$ cat config.mk
export PLATFORM = sky130hd
export DESIGN_NAME = uart_tx_top
export DESIGN_NICKNAME = d
export VERILOG_FILES = /design/src/hdl/uart_tx_pkg.sv /design/src/hdl/uart_cfg_pkg.sv /design/src/hdl/uart_tx_top.sv /design/src/hdl/uart_transmitter.sv /design/src/hdl/piso.sv /design/src/hdl/transmitter_controller.sv /design/src/hdl/baud_tick_gen.sv
export SDC_FILE = /design/constraint.sdc
export NUM_CORES = 1
export LEC_CHECK = 0
export BUFFER_PORTS_ARGS = -buffer_cell sky130_fd_sc_hd__buf_4
export CELL_PAD_IN_SITES_DETAIL_PLACEMENT = 1
export CELL_PAD_IN_SITES_GLOBAL_PLACEMENT = 1
export CORE_ASPECT_RATIO = 0.6
export CORE_MARGIN = 3
export CORE_UTILIZATION = 43
export DETAILED_ROUTE_END_ITERATION = 16
export PLACE_DENSITY_LB_ADDON = 0.1
export SYNTH_ARGS = -nofsm -noshare
export SYNTH_HDL_FRONTEND = slang
export SYNTH_SLANG_ARGS = --single-unit
export TNS_END_PERCENT = 1
$ cat constraint.sdc
create_clock -name clk -period 2.15 [get_ports clk]
set_input_delay 0 -clock clk [delete_from_list [all_inputs] [get_ports clk]]
set_output_delay 0 -clock clk [all_outputs]
set_load 0.03 [all_outputs]
$ cat src/hdl/uart_tx_pkg.sv
package uart_tx_pkg;

    // Transmit controller states.
    typedef enum logic [1:0] {
        TX_IDLE   = 2'b00,
        TX_SEND   = 2'b01,
        TX_FINISH = 2'b10
    } tx_state_e;

    // Bit counter width. It must hold the longest frame length.
    localparam int unsigned CNT_W = 4;

    // Width of the baud divider value and of its down-counter.
    localparam int unsigned BAUD_DIV_W = 16;

endpackage

$ cat src/hdl/uart_cfg_pkg.sv
package uart_cfg_pkg;

    // Width of the character input. Shorter characters use the low bits.
    localparam int unsigned DATA_W = 8;

    // Character length select, as driven on data_bit_num_i.
    typedef enum logic [1:0] {
        LEN5 = 2'b00,
        LEN6 = 2'b01,
        LEN7 = 2'b10,
        LEN8 = 2'b11
    } data_len_e;

    // Parity sense, as driven on parity_type_i.
    typedef enum logic {
        PAR_EVEN = 1'b0,
        PAR_ODD  = 1'b1
    } parity_e;

    // The length code counts up from the shortest character.
    localparam int unsigned MIN_DATA_BITS = 5;
    localparam int unsigned START_BITS    = 1;
    localparam int unsigned MAX_STOP_BITS = 2;

    // Longest frame on the line: start, full character, parity and two stops.
    localparam int unsigned MAX_FRAME_BITS = START_BITS + DATA_W + 1 + MAX_STOP_BITS;

endpackage
$ cat src/hdl/uart_tx_top.sv
`timescale 1ns/1ps

module uart_tx_top (
    input  logic                               clk,
    input  logic                               reset_n,
    input  logic [uart_tx_pkg::BAUD_DIV_W-1:0] baud_div_i,
    input  logic                               tx_en_i,
    input  logic                               start_tx_i,
    input  logic [uart_cfg_pkg::DATA_W-1:0]   data_i,
    input  uart_cfg_pkg::data_len_e            data_bit_num_i,
    input  logic                               parity_en_i,
    input  uart_cfg_pkg::parity_e              parity_type_i,
    input  logic                               stop_bit_num_i,
    input  logic                               cts_ni,
    output logic                               tx_o,
    output logic                               tx_busy_o,
    output logic                               trans_fi_o
);

    logic tick;

    // The bit clock runs only while the transmitter is enabled.
    baud_tick_gen i_baud_tick_gen (
        .clk        (clk),
        .reset_n    (reset_n),
        .enable_i   (tx_en_i),
        .baud_div_i (baud_div_i),
        .tick_o     (tick)
    );

    uart_transmitter i_uart_transmitter (
        .clk            (clk),
        .reset_n        (reset_n),
        .tick_i         (tick),
        .tx_en_i        (tx_en_i),
        .start_tx_i     (start_tx_i),
        .cts_ni         (cts_ni),
        .parity_en_i    (parity_en_i),
        .parity_type_i  (parity_type_i),
        .stop_bit_num_i (stop_bit_num_i),
        .data_bit_num_i (data_bit_num_i),
        .data_i         (data_i),
        .tx_o           (tx_o),
        .tx_busy_o      (tx_busy_o),
        .trans_fi_o     (trans_fi_o)
    );

endmodule

$ cat src/hdl/uart_transmitter.sv
`timescale 1ns/1ps

module uart_transmitter (
    input  logic                             clk,
    input  logic                             reset_n,
    input  logic                             tick_i,
    input  logic                             tx_en_i,
    input  logic                             start_tx_i,
    input  logic                             cts_ni,
    input  logic                             parity_en_i,
    input  uart_cfg_pkg::parity_e            parity_type_i,
    input  logic                             stop_bit_num_i,
    input  uart_cfg_pkg::data_len_e          data_bit_num_i,
    input  logic [uart_cfg_pkg::DATA_W-1:0] data_i,
    output logic                             tx_o,
    output logic                             tx_busy_o,
    output logic                             trans_fi_o
);
    import uart_cfg_pkg::*;
    import uart_tx_pkg::*;

    logic [DATA_W-1:0] data_mask;
    logic [DATA_W-1:0] data_pad;
    logic [CNT_W-1:0]  data_size;
    logic [CNT_W-1:0]  stop_bit_size;
    logic [CNT_W-1:0]  total_data;
    logic [CNT_W-1:0]  cnt_data_trans;
    logic              parity_bit;
    logic              trans_en;
    logic              shift_en;
    logic              tick_d;
    logic              load_en;
    logic              load_d0;
    logic              trans_data_fi;
    logic              trans_stop_fi;

    assign data_size     = CNT_W'(MIN_DATA_BITS) + CNT_W'(data_bit_num_i);
    assign stop_bit_size = stop_bit_num_i ? CNT_W'(MAX_STOP_BITS) : CNT_W'(1);
    assign total_data    = CNT_W'(START_BITS) + data_size + CNT_W'(parity_en_i) + stop_bit_size;

    // Bits above the selected length become ones and go out as stop level.
    assign data_mask = ~({DATA_W{1'b1}} << data_size);
    assign data_pad  = data_i | ~data_mask;

    // Even parity makes the total XOR zero, odd parity inverts it.
    assign parity_bit = (^(data_i & data_mask)) ^ (parity_type_i == PAR_ODD);

    assign shift_en = trans_en && tick_i;

    // Count n is the slot whose bit the next tick places on the line.
    // The count parks on the frame length until the closing tick has been seen.
    always_ff @(posedge clk or negedge reset_n) begin
        if (!reset_n) begin
            cnt_data_trans <= '0;
        end else if (!trans_en) begin
            cnt_data_trans <= '0;
        end else if (shift_en && !trans_stop_fi) begin
            cnt_data_trans <= cnt_data_trans + CNT_W'(1);
        end
    end

    assign trans_data_fi = (cnt_data_trans == data_size + CNT_W'(START_BITS));
    assign trans_stop_fi = (cnt_data_trans == total_data);

    // The tick that closes the last stop bit, one clock late.
    always_ff @(posedge clk or negedge reset_n) begin
        if (!reset_n) begin
            tick_d <= 1'b0;
        end else begin
            tick_d <= shift_en && trans_stop_fi;
        end
    end

    // Zero for the start slot, and for the parity slot when parity comes out low.
    assign load_d0 = (cnt_data_trans == '0) || (parity_en_i && !parity_bit && trans_data_fi);

    // Outside a frame the shift register keeps taking the padded character.
    assign load_en = !trans_en;

    transmitter_controller i_transmitter_controller (
        .clk             (clk),
        .reset_n         (reset_n),
        .tx_en_i         (tx_en_i),
        .start_tx_i      (start_tx_i),
        .cts_ni          (cts_ni),
        .trans_stop_fi_i (trans_stop_fi),
        .tick_d_i        (tick_d),
        .trans_en_o      (trans_en),
        .tx_busy_o       (tx_busy_o),
        .tx_finish_o     (trans_fi_o)
    );

    piso i_piso (
        .clk        (clk),
        .reset_n    (reset_n),
        .shift_en_i (shift_en),
        .load_en_i  (load_en),
        .load_d0_i  (load_d0),
        .data_i     (data_pad),
        .tx_o       (tx_o)
    );

    // The count stays within the longest legal frame for every format.
    assert property (@(posedge clk) disable iff (!reset_n)
        cnt_data_trans <= CNT_W'(MAX_FRAME_BITS));

endmodule

$ cat src/hdl/piso.sv
`timescale 1ns/1ps

module piso (
    input  logic                             clk,
    input  logic                             reset_n,
    input  logic                             shift_en_i,
    input  logic                             load_en_i,
    input  logic                             load_d0_i,
    input  logic [uart_cfg_pkg::DATA_W-1:0] data_i,
    output logic                             tx_o
);
    import uart_cfg_pkg::*;

    logic [DATA_W-1:0] shift_q;
    logic              line_busy_q;

    // Ones shift in from the top, so the line rests high after the last data bit.
    always_ff @(posedge clk) begin
        if (load_en_i) begin
            shift_q <= data_i;
        end else if (shift_en_i && !load_d0_i) begin
            shift_q <= {1'b1, shift_q[DATA_W-1:1]};
        end
    end

    // A shift with load_d0_i drives a zero and holds the character in place.
    always_ff @(posedge clk or negedge reset_n) begin
        if (!reset_n) begin
            tx_o <= 1'b1;
        end else if (load_en_i) begin
            tx_o <= 1'b1;
        end else if (shift_en_i) begin
            tx_o <= load_d0_i ? 1'b0 : shift_q[0];
        end
    end

    always_ff @(posedge clk or negedge reset_n) begin
        if (!reset_n) begin
            line_busy_q <= 1'b0;
        end else if (load_en_i) begin
            line_busy_q <= 1'b0;
        end else if (shift_en_i) begin
            line_busy_q <= 1'b1;
        end
    end

    // Until the first shift of a frame the line must stay at the idle level.
    assert property (@(posedge clk) disable iff (!reset_n)
        !line_busy_q |-> tx_o);

endmodule

$ cat src/hdl/transmitter_controller.sv
`timescale 1ns/1ps

module transmitter_controller (
    input  logic clk,
    input  logic reset_n,
    input  logic tx_en_i,
    input  logic start_tx_i,
    input  logic cts_ni,
    input  logic trans_stop_fi_i,
    input  logic tick_d_i,
    output logic trans_en_o,
    output logic tx_busy_o,
    output logic tx_finish_o
);
    import uart_tx_pkg::*;

    tx_state_e state_q;
    tx_state_e state_d;
    logic      start_ok;

    // A start pulse counts only with the link enabled and the far end ready.
    assign start_ok = start_tx_i && tx_en_i && !cts_ni;

    always_comb begin
        state_d = state_q;
        unique case (state_q)
            TX_IDLE: begin
                if (start_ok) begin
                    state_d = TX_SEND;
                end
            end
            TX_SEND: begin
                // Losing the enable abandons the frame without a finish pulse.
                if (!tx_en_i) begin
                    state_d = TX_IDLE;
                end else if (trans_stop_fi_i && tick_d_i) begin
                    state_d = TX_FINISH;
                end
            end
            TX_FINISH: begin
                state_d = TX_IDLE;
            end
            default: begin
                state_d = TX_IDLE;
            end
        endcase
    end

    always_ff @(posedge clk or negedge reset_n) begin
        if (!reset_n) begin
            state_q <= TX_IDLE;
        end else begin
            state_q <= state_d;
        end
    end

    // The enable is gated so that an abort stops the line at the very next clock.
    assign trans_en_o  = (state_q == TX_SEND) && tx_en_i;
    assign tx_busy_o   = (state_q != TX_IDLE);
    assign tx_finish_o = (state_q == TX_FINISH);

    // The finish pulse lasts a single clock.
    assert property (@(posedge clk) disable iff (!reset_n)
        tx_finish_o |=> !tx_finish_o);

    // Transmission only begins from idle after a start that passed all qualifiers.
    assert property (@(posedge clk) disable iff (!reset_n)
        $rose(trans_en_o) |-> $past(state_q == TX_IDLE && start_ok));

endmodule

$ cat src/hdl/baud_tick_gen.sv
`timescale 1ns/1ps

module baud_tick_gen (
    input  logic                               clk,
    input  logic                               reset_n,
    input  logic                               enable_i,
    input  logic [uart_tx_pkg::BAUD_DIV_W-1:0] baud_div_i,
    output logic                               tick_o
);
    import uart_tx_pkg::*;

    logic [BAUD_DIV_W-1:0] div_cnt_q;
    logic                  expire;

    // A divider of 0 or 1 expires on every clock.
    assign expire = (div_cnt_q <= BAUD_DIV_W'(1));

    always_ff @(posedge clk or negedge reset_n) begin
        if (!reset_n) begin
            div_cnt_q <= '0;
            tick_o    <= 1'b0;
        end else if (!enable_i) begin
            // Parked at the reload value so the first period after enabling is complete.
            div_cnt_q <= baud_div_i;
            tick_o    <= 1'b0;
        end else if (expire) begin
            div_cnt_q <= baud_div_i;
            tick_o    <= 1'b1;
        end else begin
            div_cnt_q <= div_cnt_q - BAUD_DIV_W'(1);
            tick_o    <= 1'b0;
        end
    end

endmodule

==> impl_metrics.json <==
{
  "place.gp.congestion": 0.762,
  "overflow": 0,
  "place_hpwl_um": 4190,
  "critical_path.startpoint_type": "flop",
  "initial_utilization_pct": 47.7,
  "insertion_delay_ps": 290,
  "via_count_of_the_first_global_routing_pass": 1923,
  "detailedRoute.firstPassIterationCount": 4,
  "synthDistinctLibCells": 39,
  "synth_register_bits": 33,
  "cts-root-to-sink-buffers": 2,
  "finalSetupViolCount": 0,
  "route.detailed.vias_per_inst": 5.21,
  "maxSlewViolCount": 0,
  "power.ir.vdd_worst_mv": 0.318,
  "unrepaired_setup_endpoints_after_global_routing": "true",
  "met1_length_um": 2630,
  "ctsRootBufferMaster": "sky130_fd_sc_hd__clkbuf_8",
  "timing.final.ws_setup_ps": 59.7,
  "finalWorstPathRequiredPeriod_ps": 2090,
  "worstPathCellList": "or4_4 -> or3b_1 -> nor3_1 -> xnor2_1 -> o21ai_2",
  "worst_setup_hold_path_clk_slew_ps": 80,
  "topRoutingLayerUsed": "met4",
  "pre_cts_slack_ps": -352,
  "all_layer_gr_usage_pct": 22.4,
  "ys_async_sr_fraction_pct": 75.8,
  "syn_inst": 207,
  "wl_met2_um": 2860,
  "floorplan.rows": 18,
  "vias": 1765,
  "die_width_um": 95.8,
  "global_route_wire_length_before_repair_um": 9490,
  "timing.max_cap.violations": 0,
  "timing.clock.skew_ps": 11.6,
  "post_route_cells_drive_above_1_share_pct": 29.4,
  "die_height_um": 59.9,
  "die-area_um2": 5740,
  "cts-buffers-inserted": 5,
  "boundaryPins": 37,
  "synth-edff-count": 8,
  "outcome": "completed",
  "cts_sinks": 33,
  "syn-mean-instance-area_um2": 10.1,
  "tightest_slew_ps": 613,
  "synth_area_um2": 2080,
  "grt_antenna_before_repair": 0,
  "cpPeakStageDelay_ps": 560,
  "crit_path_max_fanout": 4,
  "maxClockFrequency_ghz": 0.478,
  "synthFlopType": "sky130_fd_sc_hd__dfrtp_1",
  "fin_tns_setup_ps": 0,
  "worst-endpoint-required_ps": 2320,
  "cp-end-kind": "flop",
  "clock_tree.htree_level_count": 2,
  "core_area_um2": 4370,
  "synthesis.nets": 253,
  "critPathSlowestCell": "sky130_fd_sc_hd__or4_4",
  "layout_worst_path_cycle_share_pct": 97.2,
  "route.antenna.remaining_nets": 0,
  "final_design_area_no_fill_um2": 2840,
  "cp.arrival_ps": 2260,
  "antenna_cells": 0,
  "cellLeakagePower_nw": 1.28,
  "drt_wl_total_um": 5780,
  "met3WireLength_um": 235,
  "dr.first_iter.drc_count": 61,
  "detailed_place.area_um2": 2500,
  "route.detailed.wl_per_inst_um": 17.0,
  "synth.yosys.seq_area_share_pct": 41.6,
  "yosysWarnings": 0,
  "tritoncts": "built",
  "power.density_nw_per_um2": 611,
  "min_path_type": "input port to flop",
  "flow.area_growth_from_synthesis_pct": 36.2,
  "timing_worst_setup_path_type": "flop to flop",
  "grt_start_max_net_pins": 26,
  "nNetsFinal": 324,
  "drc_errors": 0,
  "worst_slew_margin_rel_pct": 59.0,
  "critPathBufInv": 0,
  "placement.io_buffers": 36,
  "final_hold_vios": 0,
  "worst_path_dominant_cell_family": "simple AND/OR/NAND/NOR gates"
}
==> state kept, by name, summed over array words and instances, names as in the netlist <==
register                                             flops
i_baud_tick_gen.tick_o                                   1
i_uart_transmitter.tick_d                                1
i_uart_transmitter.i_transmitter_controller.state_q      2
i_uart_transmitter.i_piso.shift_q                        8
i_baud_tick_gen.div_cnt_q                               16
i_uart_transmitter.i_piso.tx_o                           1
i_uart_transmitter.cnt_data_trans                        4
==> stage by stage <==
step | utilization, % | power, mW | std cells | hold slack, ps
finish | 64.9 | 1.73 | 339 | 2.70
CTS | 64.1 | 1.73 | 339 | 4.44
detailed placement | 57.3 | 1.12 | 312 | -64.2
global placement | 57.3 | 1.09 | 312 | -79.8
floorplan | - | 0.965 | 207 | -296
global route | 64.9 | 1.83 | 339 | 4.04
==> worst register-to-register path: cells and delay by family, from the launching register on <==
kind | cells | cell delay [ps]
and+or+nand+nor | 3 | 1300
DFF | 1 | 430
xor gates and xnor gates | 1 | 180
AOI/OAI and AO/OA | 1 | 60
==> power breakdown <==
| part | internal, mW | switching, mW | leakage, nW |
|---|---|---|---|
| Combinational | 0.215 | 0.198 | 0.833 |
| Sequential | 0.693 | 0.0486 | 0.395 |
| Clock | 0.342 | 0.235 | 0.0528 |
==> path summary, 6_finish.rpt <==
path	end	slack, ps	cells after the start	from
worst max register to register	i_baud_tick_gen.div_cnt_q[11]	60	5	i_baud_tick_gen.div_cnt_q[3]
worst max-delay path	i_baud_tick_gen.div_cnt_q[11]	60	5	i_baud_tick_gen.div_cnt_q[3]
min in group asynchronous	i_baud_tick_gen.div_cnt_q[6]	160	2	reset_n
max in group asynchronous	i_uart_transmitter.i_piso.tx_o	1670	2	reset_n
worst min-delay path	i_uart_transmitter.i_piso.shift_q[3]	3	3	data_i[3]
worst min register to register	flop	470	1	i_uart_transmitter.tick_d
==> repair_timing <==
action | CTS | global route
hold buffers | 19 | 0
gates resized for setup | 0 | 6
pin swaps | 0 | 1
buffers inserted | 0 | 0
endpoints found under the hold margin | 43 | 0
setup endpoints to repair | 3 | 18
cloned | 0 | 0
==> routing by layer <==
metal  track usage [%]  vias to the layer above
li1                  -                      846
met1              29.6                      873
met2              37.3                       40
met3              6.29                        6
met4              4.66                        0
met5                 0                        -
==> cell type report <==
type	count	area, µm²
timing repair buffer	68	571
inverter	15	56.3
clock inverter	2	33.8
clock buffer	6	72.6
sequential	33	867
tap	60	75.1
fill	504	1530
multi-input combinational	155	1160
==> cell usage in the layout, fill, tap and decap left out, types with 3 or more instances in the layout <==
cell type | netlist | layout
sky130_fd_sc_hd__a21oi_1 | 9 | 9
sky130_fd_sc_hd__and3_1 | 3 | 3
sky130_fd_sc_hd__buf_4 | 0 | 48
sky130_fd_sc_hd__clkbuf_8 | 0 | 5
sky130_fd_sc_hd__dfrtp_1 | 24 | 24
sky130_fd_sc_hd__dlygate4sd3_1 | 0 | 19
sky130_fd_sc_hd__edfxtp_1 | 8 | 8
sky130_fd_sc_hd__ha_1 | 10 | 10
sky130_fd_sc_hd__inv_1 | 15 | 15
sky130_fd_sc_hd__nand2_1 | 32 | 32
sky130_fd_sc_hd__nand2b_1 | 3 | 3
sky130_fd_sc_hd__nor2_1 | 15 | 15
sky130_fd_sc_hd__nor2b_1 | 3 | 3
sky130_fd_sc_hd__nor3_1 | 4 | 3
sky130_fd_sc_hd__nor3b_1 | 3 | 3
sky130_fd_sc_hd__nor4_1 | 4 | 4
sky130_fd_sc_hd__o21ai_2 | 15 | 15
sky130_fd_sc_hd__or3_1 | 3 | 3
sky130_fd_sc_hd__xnor2_1 | 17 | 16
sky130_fd_sc_hd__xnor3_1 | 3 | 3
sky130_fd_sc_hd__xor2_1 | 7 | 7
==> logic make-up (layout without fill, tap and decap cells) <==
kind of cell,after synthesis,in the layout,share of synthesized area (%)
compound gates,35,35,12.9
fa+ha+maj,12,12,7.93
buf+inv,19,91,4.51
flops,33,33,41.6
simple gates,80,80,19.2
mux,1,1,0.481
xor+xnor,27,27,13.3
==> Yosys cell counts (all sizes together), types with 7 or more instances <==
master,number,area share [%]
o21ai,17,6.8
a21oi,9,2.2
dfrtp,24,29
xnor2,17,7.2
edfxtp,8,12
nor2,15,2.7
ha,10,6.0
nand2,32,5.8
inv,15,2.7
xor2,7,2.9
Power figures use the tool's default switching activity.
